File: src/sha3pad_pkg.sv
// Shared widths, encodings and helper functions for the SHA-3 padding unit
// Every module of the unit takes what it needs from here by wildcard import

package sha3pad_pkg;

  ////////////////////////////////////////////////////////////
  // Widths and sizes
  ////////////////////////////////////////////////////////////

  localparam int unsigned MsgWidth = 64;
  localparam int unsigned MsgStrbW = MsgWidth / 8;

  // The largest block is the SHAKE128 rate of 168 bytes
  localparam int unsigned KeccakMaxWords = 21;
  localparam int unsigned KeccakCountW   = $clog2(KeccakMaxWords + 1);
  localparam int unsigned KeccakAddrW    = KeccakCountW;

  // Encoded N and S as written by software, plus the two bytepad header bytes
  localparam int unsigned NsBytes     = 30;
  localparam int unsigned PrefixBytes = NsBytes + 2;
  localparam int unsigned PrefixWords = PrefixBytes / 8;
  localparam int unsigned PrefixIdxW  = $clog2(PrefixWords);

  typedef logic [MsgWidth-1:0]    msg_word_t;
  typedef logic [MsgStrbW-1:0]    msg_strb_t;
  typedef logic [KeccakAddrW-1:0] keccak_addr_t;
  typedef logic [NsBytes*8-1:0]   ns_data_t;

  ////////////////////////////////////////////////////////////
  // Encodings
  ////////////////////////////////////////////////////////////

  typedef enum logic [1:0] {
    Sha3   = 2'b00,
    Shake  = 2'b01,
    CShake = 2'b10
  } sha3_mode_e;

  typedef enum logic [2:0] {
    L128 = 3'd0,
    L224 = 3'd1,
    L256 = 3'd2,
    L384 = 3'd3,
    L512 = 3'd4
  } strength_e;

  // Source of the word presented to the Keccak state
  typedef enum logic [2:0] {
    MuxNone    = 3'b000,
    MuxFifo    = 3'b001,
    MuxPrefix  = 3'b010,
    MuxFuncPad = 3'b011,
    MuxZeroEnd = 3'b100
  } pad_mux_e;

  // Block size in 64-bit words, which is the rate divided by the word width
  function automatic keccak_addr_t rate_words(strength_e strength);
    case (strength)
      L128:    return keccak_addr_t'(21);
      L224:    return keccak_addr_t'(18);
      L256:    return keccak_addr_t'(17);
      L384:    return keccak_addr_t'(13);
      L512:    return keccak_addr_t'(9);
      default: return '0;
    endcase
  endfunction

  // Domain suffix with the first bit of pad10*1 already appended at the top
  function automatic logic [4:0] func_suffix(sha3_mode_e mode);
    case (mode)
      Sha3:    return 5'h06;
      Shake:   return 5'h1F;
      CShake:  return 5'h04;
      default: return 5'h01;
    endcase
  endfunction

  // left_encode of the rate in bytes, as used by bytepad in cSHAKE
  function automatic logic [15:0] bytepad_header(strength_e strength);
    logic [7:0] rate_bytes;
    rate_bytes = {rate_words(strength), 3'b000};
    return {rate_bytes, 8'h01};
  endfunction

endpackage

File: src/pad_ctrl_if.sv
// Datapath control bundle from the padding FSM to the padding datapath
// The FSM drives every signal through the ctrl modport

`timescale 1ns/1ps

interface pad_ctrl_if
  import sha3pad_pkg::*;
();

  // Which source feeds the Keccak data port
  pad_mux_e sel_mux;
  // FSM-generated words are valid (prefix, suffix and zero fill)
  logic     fsm_valid;
  // Stalls message forwarding while a block is being run
  logic     hold_msg;
  // Capture the partial final word into the buffer
  logic     en_msgbuf;
  logic     clr_msgbuf;

  modport ctrl (
    output sel_mux, fsm_valid, hold_msg, en_msgbuf, clr_msgbuf
  );

  modport dp (
    input sel_mux, fsm_valid, hold_msg, en_msgbuf, clr_msgbuf
  );

endinterface

File: src/pad_block_counter.sv
// Counts words written into the current Keccak block
// Supplies the write address and the end-of-block flags used by the FSM

`timescale 1ns/1ps

module pad_block_counter
  import sha3pad_pkg::*;
(
  input  logic         clk_i,
  input  logic         rst_ni,
  input  strength_e    strength_i,
  input  logic         incr_i,
  input  logic         clr_i,
  output keccak_addr_t addr_o,
  output logic         end_of_block_o,
  output logic         sent_blocksize_o
);

  logic [KeccakCountW-1:0] count_q;
  logic [KeccakCountW-1:0] limit;

  assign limit = rate_words(strength_i);

  // Clear wins over increment so the last acknowledge of a block is dropped
  // when the FSM closes the block in the same cycle
  always_ff @(posedge clk_i or negedge rst_ni) begin
    if (!rst_ni) begin
      count_q <= '0;
    end else if (clr_i) begin
      count_q <= '0;
    end else if (incr_i) begin
      count_q <= count_q + 1'b1;
    end
  end

  // The word now on the bus is the last one of the block
  assign end_of_block_o   = (KeccakCountW'(count_q + 1'b1) == limit);
  // All words of the block went out
  assign sent_blocksize_o = (count_q == limit);

  // Once full, the address wraps to zero so it never points past the rate
  assign addr_o = (count_q < limit) ? count_q : '0;

  // The FSM has to close every block before a word beyond the rate is taken
  a_count_within_rate: assert property (
    @(posedge clk_i) disable iff (!rst_ni) count_q <= limit
  );

endmodule

File: src/pad_ctrl_fsm.sv
// Padding controller for the SHA-3 absorb phase
// Sequences prefix, message forwarding, suffix and zero fill, and starts
// the Keccak permutation once per block

`timescale 1ns/1ps

module pad_ctrl_fsm
  import sha3pad_pkg::*;
(
  input  logic       clk_i,
  input  logic       rst_ni,
  input  sha3_mode_e mode_i,
  input  logic       start_i,
  input  logic       process_i,
  input  logic       done_i,
  input  logic       msg_valid_i,
  input  logic       msg_partial_i,
  input  logic       keccak_ack_i,
  input  logic       end_of_block_i,
  input  logic       sent_blocksize_i,
  input  logic       keccak_complete_i,
  output logic       keccak_run_o,
  output logic       clr_count_o,
  output logic       absorbed_o,
  pad_ctrl_if.ctrl   ctrl
);

  typedef enum logic [3:0] {
    Idle,
    Prefix,
    PrefixWait,
    Message,
    MessageWait,
    Pad,
    PadRun,
    Pad01,
    PadFlush
  } pad_st_e;

  pad_st_e  st_q, st_d;
  logic     process_q;
  logic     absorbed_d;
  pad_mux_e sel_mux;
  logic     fsm_valid, hold_msg, en_msgbuf, clr_msgbuf;

  ////////////////////////////////////////////////////////////
  // Process latch and registers
  ////////////////////////////////////////////////////////////

  // In cSHAKE the process pulse may arrive while the prefix is still going out
  always_ff @(posedge clk_i or negedge rst_ni) begin
    if (!rst_ni) begin
      process_q <= 1'b0;
    end else if (process_i) begin
      process_q <= 1'b1;
    end else if (done_i) begin
      process_q <= 1'b0;
    end
  end

  always_ff @(posedge clk_i or negedge rst_ni) begin
    if (!rst_ni) begin
      st_q       <= Idle;
      absorbed_o <= 1'b0;
    end else begin
      st_q       <= st_d;
      absorbed_o <= absorbed_d;
    end
  end

  ////////////////////////////////////////////////////////////
  // Next state and outputs
  ////////////////////////////////////////////////////////////

  always_comb begin
    st_d         = st_q;
    keccak_run_o = 1'b0;
    clr_count_o  = 1'b0;
    absorbed_d   = 1'b0;
    sel_mux      = MuxNone;
    fsm_valid    = 1'b0;
    hold_msg     = 1'b0;
    en_msgbuf    = 1'b0;
    clr_msgbuf   = 1'b0;

    case (st_q)
      Idle: begin
        // Only cSHAKE carries the bytepad(N || S) block in front
        if (start_i) begin
          st_d = (mode_i == CShake) ? Prefix : Message;
        end
      end

      Prefix: begin
        sel_mux = MuxPrefix;
        if (sent_blocksize_i) begin
          keccak_run_o = 1'b1;
          clr_count_o  = 1'b1;
          st_d         = PrefixWait;
        end else begin
          fsm_valid = 1'b1;
        end
      end

      PrefixWait: begin
        sel_mux = MuxPrefix;
        if (keccak_complete_i) begin
          st_d = Message;
        end
      end

      Message: begin
        sel_mux = MuxFifo;
        // A partial word is always the last one, keep it for the suffix word
        if (msg_valid_i && msg_partial_i) begin
          en_msgbuf = 1'b1;
        end else if (sent_blocksize_i) begin
          // A full block goes first even when process is already pending
          keccak_run_o = 1'b1;
          clr_count_o  = 1'b1;
          hold_msg     = 1'b1;
          st_d         = MessageWait;
        end else if (process_q || process_i) begin
          hold_msg = 1'b1;
          st_d     = Pad;
        end
      end

      MessageWait: begin
        hold_msg = 1'b1;
        if (keccak_complete_i) begin
          st_d = Message;
        end
      end

      Pad: begin
        // Suffix word, which also carries any buffered message bytes
        sel_mux   = MuxFuncPad;
        fsm_valid = 1'b1;
        if (keccak_ack_i) begin
          clr_msgbuf = 1'b1;
          if (end_of_block_i) begin
            clr_count_o = 1'b1;
            st_d        = PadRun;
          end else begin
            st_d = Pad01;
          end
        end
      end

      PadRun: begin
        keccak_run_o = 1'b1;
        clr_count_o  = 1'b1;
        st_d         = PadFlush;
      end

      Pad01: begin
        // Zero words up to the block end, the last one has bit 63 set
        sel_mux = MuxZeroEnd;
        if (sent_blocksize_i) begin
          keccak_run_o = 1'b1;
          clr_count_o  = 1'b1;
          st_d         = PadFlush;
        end else begin
          fsm_valid = 1'b1;
        end
      end

      PadFlush: begin
        clr_count_o = 1'b1;
        clr_msgbuf  = 1'b1;
        if (keccak_complete_i) begin
          absorbed_d = 1'b1;
          st_d       = Idle;
        end
      end

      default: st_d = Idle;
    endcase
  end

  assign ctrl.sel_mux    = sel_mux;
  assign ctrl.fsm_valid  = fsm_valid;
  assign ctrl.hold_msg   = hold_msg;
  assign ctrl.en_msgbuf  = en_msgbuf;
  assign ctrl.clr_msgbuf = clr_msgbuf;

  // Each block runs once and waits for complete, so runs can never be adjacent
  a_run_pulse: assert property (
    @(posedge clk_i) disable iff (!rst_ni) keccak_run_o |=> !keccak_run_o
  );

  a_absorbed_pulse: assert property (
    @(posedge clk_i) disable iff (!rst_ni) absorbed_o |=> !absorbed_o
  );

endmodule

File: src/pad_datapath.sv
// Padding datapath between the message FIFO and the Keccak state
// Generates prefix, suffix and zero-fill words and selects the word,
// valid and ready under control of the padding FSM

`timescale 1ns/1ps

module pad_datapath
  import sha3pad_pkg::*;
(
  input  logic         clk_i,
  input  logic         rst_ni,
  input  sha3_mode_e   mode_i,
  input  strength_e    strength_i,
  input  ns_data_t     ns_data_i,
  input  keccak_addr_t addr_i,
  input  logic         end_of_block_i,
  input  logic         msg_valid_i,
  input  msg_word_t    msg_data_i,
  input  msg_strb_t    msg_strb_i,
  output logic         msg_ready_o,
  output logic         msg_partial_o,
  input  logic         keccak_ready_i,
  output logic         keccak_valid_o,
  output msg_word_t    keccak_data_o,
  output logic         keccak_ack_o,
  pad_ctrl_if.dp       dp
);

  msg_word_t [PrefixWords-1:0] prefix_words;
  msg_word_t                   prefix_data;
  msg_word_t                   suffix_data;
  msg_word_t                   zero_end_data;
  logic [4:0]                  suffix;
  logic [MsgWidth-9:0]         msg_buf;
  logic [MsgStrbW-2:0]         msg_strb;

  // Any word with the top strobe clear is the partial last word
  assign msg_partial_o = ~msg_strb_i[MsgStrbW-1];

  ////////////////////////////////////////////////////////////
  // cSHAKE prefix
  ////////////////////////////////////////////////////////////

  // bytepad header in the two lowest bytes, then the encoded N and S
  assign prefix_words = {ns_data_i, bytepad_header(strength_i)};

  // The prefix is shorter than any block, the rest of the block is zero
  assign prefix_data = (addr_i < keccak_addr_t'(PrefixWords)) ?
                       prefix_words[addr_i[PrefixIdxW-1:0]] : '0;

  ////////////////////////////////////////////////////////////
  // Partial word buffer and suffix merge
  ////////////////////////////////////////////////////////////

  // Byte 7 of a partial word is never valid, so only seven bytes are kept
  always_ff @(posedge clk_i) begin
    if (dp.en_msgbuf) begin
      msg_buf <= msg_data_i[MsgWidth-9:0];
    end
  end

  always_ff @(posedge clk_i or negedge rst_ni) begin
    if (!rst_ni) begin
      msg_strb <= '0;
    end else if (dp.en_msgbuf) begin
      msg_strb <= msg_strb_i[MsgStrbW-2:0];
    end else if (dp.clr_msgbuf) begin
      msg_strb <= '0;
    end
  end

  assign suffix = func_suffix(mode_i);

  // Strobes run from byte 0 upwards, so each set strobe pushes the suffix
  // one byte further up
  always_comb begin
    suffix_data        = '0;
    suffix_data[7:0]   = {3'b000, suffix};
    for (int i = 0; i < MsgStrbW - 1; i++) begin
      if (msg_strb[i]) begin
        suffix_data[8*i +: 8]     = msg_buf[8*i +: 8];
        suffix_data[8*(i+1) +: 8] = {3'b000, suffix};
      end
    end
    // Final bit of pad10*1 when the suffix word closes the block
    suffix_data[MsgWidth-1] = suffix_data[MsgWidth-1] | end_of_block_i;
  end

  assign zero_end_data = {end_of_block_i, {(MsgWidth-1){1'b0}}};

  ////////////////////////////////////////////////////////////
  // Output selection
  ////////////////////////////////////////////////////////////

  always_comb begin
    case (dp.sel_mux)
      MuxFifo: begin
        keccak_data_o  = msg_data_i;
        // A buffered partial word is taken here but not forwarded
        keccak_valid_o = msg_valid_i & ~dp.hold_msg & ~dp.en_msgbuf;
        msg_ready_o    = dp.en_msgbuf | (keccak_ready_i & ~dp.hold_msg);
      end
      MuxPrefix: begin
        keccak_data_o  = prefix_data;
        keccak_valid_o = dp.fsm_valid;
        msg_ready_o    = 1'b0;
      end
      MuxFuncPad: begin
        keccak_data_o  = suffix_data;
        keccak_valid_o = dp.fsm_valid;
        msg_ready_o    = 1'b0;
      end
      MuxZeroEnd: begin
        keccak_data_o  = zero_end_data;
        keccak_valid_o = dp.fsm_valid;
        msg_ready_o    = 1'b0;
      end
      default: begin
        keccak_data_o  = '0;
        keccak_valid_o = 1'b0;
        msg_ready_o    = 1'b0;
      end
    endcase
  end

  assign keccak_ack_o = keccak_valid_o & keccak_ready_i;

  // The suffix merge expects the strobes of a buffered word to start at
  // byte 0 and to have no gaps
  a_buffer_strb_contiguous: assert property (
    @(posedge clk_i) disable iff (!rst_ni)
    dp.en_msgbuf |-> (msg_strb_i & msg_strb_t'(msg_strb_i + 1'b1)) == '0
  );

endmodule

File: src/sha3pad_top.sv
// Top level of the SHA-3 padding unit
// Sits between the message FIFO and the Keccak round engine

`timescale 1ns/1ps

module sha3pad_top
  import sha3pad_pkg::*;
(
  input  logic         clk_i,
  input  logic         rst_ni,
  input  logic         msg_valid_i,
  input  msg_word_t    msg_data_i,
  input  msg_strb_t    msg_strb_i,
  output logic         msg_ready_o,
  input  ns_data_t     ns_data_i,
  output logic         keccak_valid_o,
  output keccak_addr_t keccak_addr_o,
  output msg_word_t    keccak_data_o,
  input  logic         keccak_ready_i,
  output logic         keccak_run_o,
  input  logic         keccak_complete_i,
  input  sha3_mode_e   mode_i,
  input  strength_e    strength_i,
  input  logic         start_i,
  input  logic         process_i,
  input  logic         done_i,
  output logic         absorbed_o
);

  logic end_of_block, sent_blocksize;
  logic keccak_ack, msg_partial, clr_count;

  pad_ctrl_if u_pad_ctrl_if ();

  // Every accepted Keccak word advances the address
  pad_block_counter u_block_counter (
    .clk_i,
    .rst_ni,
    .strength_i,
    .incr_i           (keccak_ack),
    .clr_i            (clr_count),
    .addr_o           (keccak_addr_o),
    .end_of_block_o   (end_of_block),
    .sent_blocksize_o (sent_blocksize)
  );

  pad_ctrl_fsm u_ctrl_fsm (
    .clk_i,
    .rst_ni,
    .mode_i,
    .start_i,
    .process_i,
    .done_i,
    .msg_valid_i,
    .msg_partial_i     (msg_partial),
    .keccak_ack_i      (keccak_ack),
    .end_of_block_i    (end_of_block),
    .sent_blocksize_i  (sent_blocksize),
    .keccak_complete_i,
    .keccak_run_o,
    .clr_count_o       (clr_count),
    .absorbed_o,
    .ctrl              (u_pad_ctrl_if.ctrl)
  );

  pad_datapath u_datapath (
    .clk_i,
    .rst_ni,
    .mode_i,
    .strength_i,
    .ns_data_i,
    .addr_i         (keccak_addr_o),
    .end_of_block_i (end_of_block),
    .msg_valid_i,
    .msg_data_i,
    .msg_strb_i,
    .msg_ready_o,
    .msg_partial_o  (msg_partial),
    .keccak_ready_i,
    .keccak_valid_o,
    .keccak_data_o,
    .keccak_ack_o   (keccak_ack),
    .dp             (u_pad_ctrl_if.dp)
  );

endmodule

File: config.mk
export PLATFORM = sky130hd
export DESIGN_NAME = sha3pad_top
export DESIGN_NICKNAME = d
export VERILOG_FILES = /design/src/sha3pad_pkg.sv /design/src/pad_ctrl_if.sv /design/src/pad_block_counter.sv /design/src/pad_ctrl_fsm.sv /design/src/pad_datapath.sv /design/src/sha3pad_top.sv
export SDC_FILE = /design/constraint.sdc
export NUM_CORES = 1
export LEC_CHECK = 0
export ABC_CLOCK_PERIOD_IN_PS = 6400
export BUFFER_PORTS_ARGS = -buffer_cell sky130_fd_sc_hd__buf_2
export CAP_MARGIN = 30
export CORE_AREA = 4 4 153 155
export CTS_CLUSTER_SIZE = 24
export DETAILED_ROUTE_END_ITERATION = 8
export DIE_AREA = 0 0 157 159
export PLACE_DENSITY = 0.64
export SLEW_MARGIN = 20
export SYNTH_ARGS = -nofsm -noshare
export SYNTH_HDL_FRONTEND = slang
export SYNTH_SLANG_ARGS = --single-unit
export TNS_END_PERCENT = 50
File: constraint.sdc
create_clock -name clk_i -period 6.4 [get_ports clk_i]
set_input_delay 1.92 -clock clk_i [delete_from_list [all_inputs] [get_ports clk_i]]
set_output_delay 1.92 -clock clk_i [all_outputs]
set_load 0.02 [all_outputs]
After elaboration in Yosys (flattened, before gate mapping)
Index checks and enable logic that the tools add are counted.
W data, S select, Z words.

operators by class
  add/sub/neg operators = 1
  $lt $le $gt $ge = 3
  equality and inequality tests = 28
  multiplexer cells = 53
  bitwise logic cells = 9
  reduce and logical (&&, ||, !) cells = 14

operators with widths
  cell                   number
  $pmux W64 S4           1
  $bmux W64 S2           1
  $mux W64               2
  $mux W13               7
  $mux W4                9
  $pmux W4 S8            1
  $pmux W5 S5            1
  $mux W1                17
  $eq A4 B3 Y1 const B   4
  $mux W5                3
  $pmux W5 S3            1
  $mux W7                2
  $eq A3 B2 Y1 const B   4
  $ne A2 B2 Y1 const B   6
  $pmux W3 S4            1
  $eq A5 B5 Y1           2
  $eq A4 B2 Y1 const B   2
  $pmux W1 S2            4
  $reduce_and A8 Y1      1
  $reduce_or A2 Y1       4
  $eq A3 B1 Y1 const B   2
  $eq A3 B3 Y1 const B   2
  $reduce_bool A2 Y1     3
  $add A5 B1 Y5 const B  1
  other kinds (22)       27

storage, ports and cells
  register bits after elaboration = 74
  input port bits = 325
  output and inout bits = 73
  logic and storage cells = 114

Longest topological paths before layout
Gate-level depths: netlist of the first run.

  word-level depth = 15
  mapped depth = 11

By module
From an unflattened synthesis of the first run, not the netlist that was laid out.

second synthesis, totals
  cell total of the unflattened synthesis = 562
  area total of the unflattened synthesis = 6424.9 um^2

modules (own cells, without submodules)
  module             instances  cells each  area each (um^2)  sequential area each (um^2)
  pad_datapath       1          431         5340.1            1856.8
  pad_ctrl_fsm       1          74          565.5             150.1
  pad_block_counter  1          57          519.2             125.1

Least setup slack after synthesis of the first run
Ideal clock, no wire load.

  path type = in2out
  start point = in strength_i[2]
  end point = out keccak_data_o[15]
  arrival = 4.539 ns
  required time = 4.480 ns
  slack = -0.059 ns
  stages = 11
  cells stage by stage = buf_2 nor3b_1 inv_1 ha_1 nor2b_1 o21ai_2 and2_1 buf_4 buf_2 nor2_1 o41ai_1

on the way
  longest elaborated chain between the ends = 8
  elaborated cells between the ends (all ways) = 13

ends and longest elaborated chain
  element                                               RTL line            text
  from (decl)                                           sha3pad_top.sv:23   input strength_e strength_i,
  $eq A3 B3 Y1, or another cell as far along            sha3pad_pkg.sv:58   case (strength)
  $pmux W5 S5 (*)                                       sha3pad_pkg.sv:58
  branches (longest 4 deep; another with $lt A5 B5 Y1)  --
  $mux W64 (*)                                          pad_datapath.sv:48  assign prefix_data = (addr_i < keccak_addr_t'(PrefixWords)) ?
  $pmux W64 S4 (*)                                      pad_datapath.sv:96  case (dp.sel_mux)
  to (decl)                                             sha3pad_top.sv:18   output msg_word_t keccak_data_o,

Every way passes the cells marked *. The select of a mux whose other input is x is not followed.

Worst setup path after layout of the first run
  start point = in strength_i[2]
  end point = out keccak_data_o[14]

Same word-level chain as after synthesis.

==> results of run 1 <==
==> worst max-delay path, cell delays in order <==
cell	delay, ns
buf_2	0.15
and3b_1	0.20
a21oi_2	0.14
ha_1	0.27
a21o_1	0.20
a21oi_4	0.28
buf_4	0.43
o211ai_1	0.15
a22o_1	0.23
o21ai_0	0.18
buf_2	0.20
==> cell families after synthesis <==
family                     Yosys count  share of synthesized area, %
DFF                                 74                          29.1
AOI/OAI and AO/OA                  300                          32.4
xor gates and xnor gates             8                          1.14
muxes                               55                          7.56
buffers and inverters              156                          8.98
and+or+nand+nor                    319                          19.8
adders and majority gates            6                          1.02
==> per-stage QoR <==
step	instance area [um^2]	hold WS, ns	std cells	utilization [%]	TNS [ns]
final	10200	0.501	1565	47.0	0
after global routing	10200	0.534	1564	47.0	-0.107
after CTS	10100	0.505	1551	46.2	0
after detailed placement	9770	0.491	1535	44.8	0
after global placement	9740	0.463	1534	44.7	0
after floorplan	7470	0.450	918	-	-0.352
==> cells in the mapped netlist (10+ instances only) <==
library cell  instances
edfxtp_1             56
a32oi_1              15
clkbuf_1             57
buf_1                10
nor3b_1              11
nor2b_1              27
inv_1                58
o41ai_1              39
nor2_1              193
buf_2                22
a22oi_1              19
dfrtp_1              18
a2bb2oi_1            12
mux2i_1              52
a41oi_1              51
o21ai_0              15
a2111oi_0            22
a21oi_1              61
nand2_1              44
==> area by class of cell <==
type	instances	area (um^2)	area share, %
Antenna cell	11	27.5	0.269
Clock buffer	9	225	2.20
Clock inverter	7	83.8	0.818
Inverter	59	221	2.16
Multi-Input combinational cell	688	4800	46.8
Sequential cell	74	2140	20.9
Tap cell	280	350	3.42
Timing Repair Buffer	437	2400	23.4
==> flip-flops by register name, indices dropped and copies added, names as in the netlist <==
name                     cells
u_datapath.msg_buf          56
u_datapath.msg_strb          7
u_block_counter.count_q      5
u_ctrl_fsm.st_q              4
u_ctrl_fsm.absorbed_o        1
u_ctrl_fsm.process_q         1
==> layer usage <==
metal	up-vias	global-route usage [%]	wire length, um
met5	-	0	7
met4	2	10.2	1010
met3	59	4.81	2660
met2	431	45.9	17900
met1	4288	34.4	14200
li1	4187	-	-
==> path summary, 6_finish.rpt <==
| path | to | slack [ns] | depth (start not counted) |
|---|---|---|---|
| worst max-delay path | keccak_data_o[14] | 0.10 | 11 |
| worst min-delay path | u_ctrl_fsm.process_q | 0.50 | 1 |
| worst max register to register | u_block_counter.count_q[0] | 3.47 | 7 |
| worst min register to register | u_ctrl_fsm.process_q | 0.50 | 1 |
| max in group asynchronous | u_block_counter.count_q[0] | 4.52 | 1 |
| min in group asynchronous | u_ctrl_fsm.process_q | 1.52 | 1 |
==> timing repair <==
| action | CTS | global route |
|---|---|---|
| gates resized for setup | 0 | 23 |
| endpoints found under the setup margin | 0 | 51 |
| setup buffers | 0 | 1 |
| endpoints found under the hold margin | 0 | 0 |
==> power by group through the flow <==
| stage | Clock, mW | Sequential, mW | Combinational, mW |
|---|---|---|---|
| 3_5_place_dp | 0 | 0.822 | 2.91 |
| 3_3_place_gp | 0 | 0.822 | 2.89 |
| 5_1_grt | 0.574 | 0.832 | 3.21 |
| 6_report | 0.542 | 0.814 | 3.00 |
| 2_1_floorplan | 0 | 0.645 | 2.04 |
| 4_1_cts | 0.553 | 0.812 | 2.93 |
==> results.json, run 1 <==
{
  "viasPerCell": 5.73,
  "synth-seq-cells": 74,
  "pwr_density_cell_nw_per_um2": 425,
  "setup_viol": 0,
  "end_kind": "output pin",
  "clk_latency_ns": 0.35,
  "cp.required_ns": 4.48,
  "grt_pass1_vias": 8751,
  "die_w_um": 157,
  "finalPower_mw": 4.36,
  "die-area_um2": 25000,
  "hold_path_class": "flop to flop",
  "fillers": 2182,
  "drt_iter0_drc": 771,
  "cts_buffer_depth": 2,
  "p_clk_share_pct": 12.4,
  "place_ws_ns": 0.0353,
  "netlist_instances": 918,
  "p_int_mw": 2.05,
  "synth_nets": 1249,
  "synth_area_leaders": "edfxtp_1, nor2_1, mux2i_1",
  "drt-total-wl_um": 35800,
  "hold_start": "u_ctrl_fsm.process_q",
  "finClkSkew_ns": 0.00950,
  "yosysSeqAreaShare_pct": 29.1,
  "p_leak_nw": 4.74,
  "dr.pass1.iters": 7,
  "cts_htree_levels": 3,
  "yosys_warnings": 0,
  "post_drt_wl_per_cell_um": 22.9,
  "rsz0062_at_grt": "true",
  "start_kind": "input pin",
  "nets": 1600,
  "finalCritPeriodShare_pct": 98.4,
  "syn_area_um2": 7330,
  "row_count": 54,
  "drive_above_1_share_pct": 40.2,
  "grt.total_usage_pct": 27.2,
  "grt_max_degree": 105,
  "coreArea_um2": 21800,
  "hold_violations": 0,
  "cap_violations": 0,
  "rr_startpoint": "u_block_counter.count_q[1]",
  "dp_hpwl_um": 26700,
  "place.gp.congestion": 0.894,
  "power_frac_comb_pct": 68.9,
  "ant_nets": 0,
  "area_growth_pct": 39.8,
  "synth_enable_flop_cells": 56,
  "status": "completed",
  "syn_avg_cell_area_um2": 7.99,
  "hold_buffers": 0,
  "synthFlopType": "edfxtp_1",
  "crit_path_start": "strength_i[2]",
  "mostFrequentLayoutCells": "buf_2, nor2_1, a21oi_1",
  "slew_violations": 0,
  "synthArstFlopShare_pct": 24.3,
  "clock_sink_count": 74,
  "die_y_um": 159,
  "p_switching_mw": 2.30,
  "ios": 398,
  "drcViolationCount": 0,
  "path_max_fanout": 32,
  "critical_path_arrival_ns": 4.38,
  "synth_area_leader_cell": "edfxtp_1",
  "start_util_pct": 33.6,
  "switching_share_pct": 52.9,
  "tightest_slew_ns": 0.768,
  "period_minus_slack_ns": 6.30,
  "seq_power_share_pct": 18.7,
  "clock.fmax_mhz": 159,
  "worst_ir_drop_vdd_uv": 241,
  "clkTransAtPathRegs_ns": 0.06,
  "cts_tree": "yes",
  "cts_buffers": 9,
  "crit_type": "input pin to output pin",
  "clockRootBuffer": "clkbuf_16",
  "vias": 8967,
  "antenna_found_initial": 14,
  "max_slew_margin_pct": 48.8,
  "grt_first_pass_wirelength_um": 52400,
  "synth.distinct_cells": 72,
  "gr-total-overflow": 0,
  "mostFrequentLayoutCell": "buf_2",
  "synth_top_area_share_pct": 22.9,
  "fin_ws_ns": 0.104,
  "io_buffers": 397
}
No activity file was read; power rests on OpenSTA's default activity.
==> run 2: changes to the inputs <==
--- a/config.mk
+++ b/config.mk
@@ -8,13 +8,14 @@
 export ABC_CLOCK_PERIOD_IN_PS = 6400
 export BUFFER_PORTS_ARGS = -buffer_cell sky130_fd_sc_hd__buf_2
 export CAP_MARGIN = 30
-export CORE_AREA = 4 4 153 155
+export CORE_AREA = 4 4 154 156
 export CTS_CLUSTER_SIZE = 24
 export DETAILED_ROUTE_END_ITERATION = 8
-export DIE_AREA = 0 0 157 159
-export PLACE_DENSITY = 0.64
+export DIE_AREA = 0 0 158 160
+export PLACE_DENSITY = 0.59
 export SLEW_MARGIN = 20
 export SYNTH_ARGS = -nofsm -noshare
 export SYNTH_HDL_FRONTEND = slang
+export SYNTH_HIERARCHICAL = 1
 export SYNTH_SLANG_ARGS = --single-unit
 export TNS_END_PERCENT = 50
==> results.json, run 2 <==
{
  "synth-seq-cells": 74,
  "cts_tree": "yes",
  "mostFrequentLayoutCell": "buf_2",
  "synth_mux_area_share_pct": 21.7,
  "nets": 1331,
  "grt_max_degree": 50,
  "holdPathStages": 1,
  "cts_buffers": 9,
  "viasPerCell": 5.41,
  "die-area_um2": 25300,
  "io_buffers": 397,
  "violations": "setup timing",
  "synth_area_leaders": "edfxtp_1, mux4_2, dfrtp_1",
  "top_regs": "u_datapath/msg_buf x56, u_datapath/msg_strb x7, u_block_counter/count_q x5",
  "dp_hpwl_um": 23600,
  "mostFrequentLayoutCells": "buf_2, buf_4, edfxtp_1",
  "period_minus_slack_ns": 6.88,
  "yosysMostFrequentCell": "edfxtp_1",
  "start_kind": "input pin",
  "start_util_pct": 28.7,
  "synth_xor_area_share_pct": 1.64,
  "synth_area_leader_cell": "edfxtp_1",
  "clockRootBuffer": "clkbuf_16",
  "grt_first_pass_wirelength_um": 43400,
  "critical_path_arrival_ns": 4.96,
  "synth_top_family_by_area": "multiplexers",
  "cp.required_ns": 4.48,
  "ff2ff_setup_slack_ns": 2.55,
  "vias": 7005,
  "synth_common_cells": "edfxtp_1, mux4_2, nand2_1, a221o_1, a21oi_1",
  "crit_type": "input pin to output pin",
  "yosysSeqAreaShare_pct": 33.2,
  "r2r_cells": 16,
  "ant_nets": 0,
  "largest_reg_flops": 56,
  "place_ws_ns": -0.546,
  "path_max_fanout": 14,
  "yosys.area_share.simple_pct": 16.2,
  "cts_htree_levels": 3,
  "worstPathCellList": "buf_6 > or3b_4 > ha_4 > nor2b_4 > o21a_1 > o21a_1 > o21a_4 > buf_12 > nor3b_4 > buf_6 > buf_4 > mux4_2 > a221o_1 > buf_2",
  "coreArea_um2": 22400,
  "setup_viol": 65,
  "clock_sink_count": 74,
  "slew_violations": 0,
  "tightest_slew_ns": 0.882,
  "end_kind": "output pin",
  "max_slew_margin_pct": 41.0,
  "regMostFlops": "u_datapath/msg_buf",
  "grt.total_usage_pct": 22.8,
  "hold_violations": 0,
  "drt_iter0_drc": 617,
  "status": "finished with violations",
  "cts_buffer_depth": 2,
  "worst_path_largest_cell_delay_ns": 0.40,
  "yosys_warnings": 6,
  "fin_ws_ns": -0.479,
  "synth_nets": 893,
  "synthArstFlopShare_pct": 24.3,
  "cap_violations": 0,
  "netlist_instances": 562,
  "drcViolationCount": 0,
  "clkTransAtPathRegs_ns": 0.06,
  "synth_enable_flop_cells": 56,
  "syn_area_um2": 6420,
  "antenna_found_initial": 6,
  "drt-total-wl_um": 30800,
  "hold_path_class": "flop to flop",
  "ios": 398,
  "synth.distinct_cells": 69,
  "dpl_cell_area_um2": 8960,
  "synth_top_area_share_pct": 26.2,
  "area_growth_pct": 55.3,
  "synth-compound-area-share_pct": 18.8,
  "pwr_density_cell_nw_per_um2": 490,
  "hold_start": "u_ctrl_fsm/process_q",
  "dr.pass1.iters": 5,
  "grt_pass1_vias": 7059,
  "finClkSkew_ns": 0.00822,
  "r2r-end": "u_datapath/msg_strb[0]",
  "synthFlopType": "edfxtp_1",
  "final_area_um2": 9980,
  "row_count": 55,
  "rsz0062_at_grt": "true",
  "rr_startpoint": "u_block_counter/count_q[3]",
  "yosys.area_share.adder_pct": 1.17,
  "syn_avg_cell_area_um2": 11.4,
  "clk_latency_ns": 0.34,
  "clock.fmax_mhz": 145,
  "worst_ir_drop_vdd_uv": 287,
  "die_w_um": 158,
  "finalCritPeriodShare_pct": 107,
  "gr-total-overflow": 0,
  "place.gp.congestion": 0.959,
  "cp_slowest_cell": "or3b_4",
  "drive_above_1_share_pct": 60.8,
  "die_y_um": 160,
  "p_leak_nw": 4.38,
  "min_to": "u_ctrl_fsm/process_q",
  "post_drt_wl_per_cell_um": 23.8
}
[run 2: changes by cell type after synthesis, moves of 12 or more]
cell and delta:
nor2b_1 -17, mux2i_1 -43, a21oi_1 -33, a221o_1 +38, inv_1 -44, clkbuf_1 -43
a2111oi_0 -22, o41ai_1 -39, a2bb2oi_1 -12, mux4_2 +43, nand3_1 +20, a41oi_1 -51
nor2_1 -177
[run 2: where the power goes]
group          switching [mW]  internal, mW  total, mW  leakage, nW
combinational            1.88          1.64       3.52         3.47
sequential              0.156         0.597      0.753        0.739
clock                   0.231         0.385      0.616        0.167
[run 2: how the worst max path moves through the flow]
stage	from	to	slack, ns	depth (start not counted)
2_1_floorplan	strength_i[2]	keccak_data_o[16]	-0.39	11
3_3_place_gp	strength_i[2]	keccak_data_o[4]	-0.52	15
3_5_place_dp	strength_i[2]	keccak_data_o[4]	-0.55	15
4_1_cts	strength_i[1]	keccak_data_o[4]	-0.50	15
5_1_grt	strength_i[1]	keccak_data_o[12]	-0.56	14
6_report	strength_i[1]	keccak_data_o[55]	-0.48	14
[run 2: critical path, delay by kind of cell]
family,cells,cell delay [ns]
buf+inv,5,0.79
fa+ha+maj,1,0.23
compound gates,4,0.89
mux,1,0.38
simple gates,3,0.73
[run 2: area by class of cell]
cell class | count | area [um^2]
timing repair buffer | 481 | 3030
tap | 285 | 357
sequential | 74 | 2130
fill | 2197 | 12400
antenna | 5 | 12.5
clock buffer | 9 | 225
inverter | 14 | 52.6
clock inverter | 7 | 124
multi-input combinational | 420 | 4050
[run 2: what timing repair did]
item / in CTS / in global routing
buffers inserted: 17 / 11
resized for setup: 45 / 67
pin swaps: 8 / 20
setup endpoints to repair: 65 / 66
cloned: 2 / 2
hold buffers: 0 / 0
[run 2: logic make-up (layout without fill, tap and decap cells)]
logic type | Yosys count | after routing
xor+xnor | 12 | 12
mux | 71 | 71
other cells | 0 | 5
buf+inv | 68 | 511
simple gates | 177 | 177
flops | 74 | 74
compound gates | 154 | 154
fa+ha+maj | 6 | 6
[run 2: metal layers]
layer,wire length [um],share of wire [%],vias to the layer above,track usage (%)
met2,15300,50,373,38.6
li1,-,-,3190,-
met5,26,0.084,-,0
met3,2400,7.8,43,4.63
met4,571,1.9,4,6.86
met1,12500,41,3395,29.1
[run 2: per-stage QoR]
step | std cells | hold slack, ns | power, mW | TNS [ns] | util, %
after global routing | 1293 | 0.510 | 5.16 | -30.99 | 44.6
after CTS | 1278 | 0.474 | 4.62 | -26.25 | 43.0
after detailed placement | 1243 | 0.459 | 3.81 | -28.48 | 40.1
after floorplan | 562 | 0.441 | 2.80 | -17.47 | -
after global placement | 1243 | 0.453 | 3.80 | -26.77 | 40.1
final | 1295 | 0.477 | 4.89 | -23.43 | 44.6
==> run 3: changes to the inputs <==
--- a/config.mk
+++ b/config.mk
@@ -8,11 +8,13 @@
 export ABC_CLOCK_PERIOD_IN_PS = 6400
 export BUFFER_PORTS_ARGS = -buffer_cell sky130_fd_sc_hd__buf_2
 export CAP_MARGIN = 30
-export CORE_AREA = 4 4 154 156
+export CELL_PAD_IN_SITES_DETAIL_PLACEMENT = 0
+export CELL_PAD_IN_SITES_GLOBAL_PLACEMENT = 2
+export CORE_AREA = 4 4 141 197
 export CTS_CLUSTER_SIZE = 24
 export DETAILED_ROUTE_END_ITERATION = 8
-export DIE_AREA = 0 0 158 160
-export PLACE_DENSITY = 0.59
+export DIE_AREA = 0 0 145 201
+export PLACE_DENSITY = 0.82
 export SLEW_MARGIN = 20
 export SYNTH_ARGS = -nofsm -noshare
 export SYNTH_HDL_FRONTEND = slang
==> results.json, run 3 (synthesis gave the netlist of run 2 again) <==
{
  "grt_max_degree": 39,
  "dp_hpwl_um": 24900,
  "setup_tns_ns": -21.46,
  "fin_cells": 1318,
  "grt_first_pass_wirelength_um": 46600,
  "rsz0062_at_grt": "true",
  "dp.cells": 1284,
  "clk_latency_ns": 0.35,
  "cp_top_family": "compound AO/OA/AOI/OAI gates",
  "regMostFlops": "u_datapath/msg_buf",
  "min_to": "u_ctrl_fsm/process_q",
  "cts_tree": "yes",
  "row_count": 70,
  "io_buffers": 397,
  "coreArea_um2": 26000,
  "ant_nets": 0,
  "status": "finished with violations",
  "hold_path_class": "flop to flop",
  "die-area_um2": 29100,
  "die_y_um": 201,
  "start_util_pct": 24.7,
  "ios": 398,
  "regArea_um2": 2130,
  "p_clk_share_pct": 11.0,
  "drive_above_1_share_pct": 60.3,
  "holdPathStages": 1,
  "max_slew_margin_pct": 52.6,
  "antenna_found_initial": 7,
  "switching_share_pct": 46.7,
  "vias": 6930,
  "mostFrequentLayoutCells": "buf_2, buf_4, edfxtp_1",
  "slew_violations": 0,
  "area_growth_pct": 55.3,
  "place_ws_ns": -0.562,
  "drcViolationCount": 0,
  "finClkSkew_ns": 0.00848,
  "nets": 1317,
  "path_max_fanout": 8,
  "drt_iter0_drc": 299,
  "pwr_density_cell_nw_per_um2": 491,
  "clock.fmax_mhz": 146,
  "r2r-end": "u_datapath/msg_strb[5]",
  "grt_pass1_vias": 7355,
  "cp.required_ns": 4.48,
  "path_buf_inv": 5,
  "cts_buffers": 9,
  "hold_buffers": 0,
  "fin_ws_ns": -0.434,
  "p_switching_mw": 2.29,
  "tightest_slew_ns": 0.711,
  "hold_violations": 0,
  "gr-total-overflow": 0,
  "p_leak_nw": 4.31,
  "violations": "setup timing",
  "hold_start": "u_ctrl_fsm/process_q",
  "r2r_cells": 15,
  "power_frac_comb_pct": 73.4,
  "rr_startpoint": "u_block_counter/count_q[0]",
  "cts_buffer_depth": 2,
  "fillers": 2622,
  "crit_path_start": "strength_i[1]",
  "largest_reg_flops": 56,
  "mostFrequentLayoutCell": "buf_2",
  "ff2ff_setup_slack_ns": 2.56,
  "end_kind": "output pin",
  "place.gp.congestion": 0.878,
  "multiInputGateArea_um2": 4120,
  "crit_type": "input pin to output pin",
  "period_minus_slack_ns": 6.83,
  "grt.total_usage_pct": 21.2,
  "drt-total-wl_um": 31900,
  "viasPerCell": 5.26,
  "seq_power_share_pct": 15.6,
  "die_w_um": 145,
  "dpl_cell_area_um2": 9060,
  "critical_path_arrival_ns": 4.91,
  "dr.pass1.iters": 6,
  "worstPathCellList": "buf_6 > or3b_4 > ha_4 > nor2b_4 > o21a_1 > o21a_1 > o21a_4 > nor3_4 > buf_6 > buf_12 > buf_12 > mux4_2 > a221o_1 > buf_6",
  "top_regs": "u_datapath/msg_buf x56, u_datapath/msg_strb x7, u_block_counter/count_q x5",
  "finalCritPeriodShare_pct": 107,
  "cp_slowest_cell": "mux4_2",
  "worst_ir_drop_vdd_uv": 215,
  "cap_violations": 0,
  "post_drt_wl_per_cell_um": 24.2,
  "clock_sink_count": 74,
  "final_area_um2": 9980,
  "clkTransAtPathRegs_ns": 0.06,
  "cts_htree_levels": 3,
  "clockRootBuffer": "clkbuf_16",
  "worst_path_largest_cell_delay_ns": 0.50,
  "setup_viol": 65,
  "worst_path_most_repeated_cell": "buf_6",
  "p_int_mw": 2.61,
  "start_kind": "input pin"
}
run 3: routing by layer:
metal	wire [um]	up-vias	track usage, %
met5	27	-	0
met4	618	4	6.21
met3	1830	40	4.38
met2	17100	270	38.8
met1	12400	3450	25.0
li1	-	3166	-
run 3: area by class of cell:
class / instances / share of cell area (%)
clock inverter: 2 / 0.364
sequential: 74 / 21.4
inverter: 14 / 0.527
timing repair buffer: 467 / 29.7
antenna: 3 / 0.0752
multi-input combinational: 420 / 41.2
clock buffer: 14 / 2.65
tap: 324 / 4.06
run 3: repair_timing:
| action | in CTS | in global routing |
|---|---|---|
| setup buffers | 11 | 4 |
| pin swaps | 23 | 9 |
| gates cloned | 1 | 1 |
| gates resized for setup | 91 | 46 |
| setup endpoints to repair | 66 | 66 |
run 3: how the worst max path moves through the flow:
stage                        end  slack, ns  depth (start not counted)
5_1_grt        keccak_data_o[60]      -0.52                         14
3_3_place_gp   keccak_data_o[23]      -0.52                         13
6_report       keccak_data_o[36]      -0.43                         14
2_1_floorplan  keccak_data_o[16]      -0.39                         11
4_1_cts        keccak_data_o[35]      -0.48                         14
3_5_place_dp   keccak_data_o[59]      -0.56                         13
run 3: power by group through the flow:
stage               Sequential [mW]  Clock, mW  Combinational (mW)
floorplan                     0.652          0                2.14
global placement              0.774          0                3.11
detailed placement            0.777          0                3.13
CTS                           0.767      0.556                3.48
global route                  0.779      0.576                3.82
finish                        0.763      0.539                3.59
run 3: through the flow:
stage	power, mW	util [%]	hold slack (ns)
6_report	4.90	38.4	0.484
5_1_grt	5.18	38.4	0.509
4_1_cts	4.80	37.6	0.490
3_5_place_dp	3.91	34.8	0.467
3_3_place_gp	3.88	34.8	0.458
2_1_floorplan	2.80	-	0.441
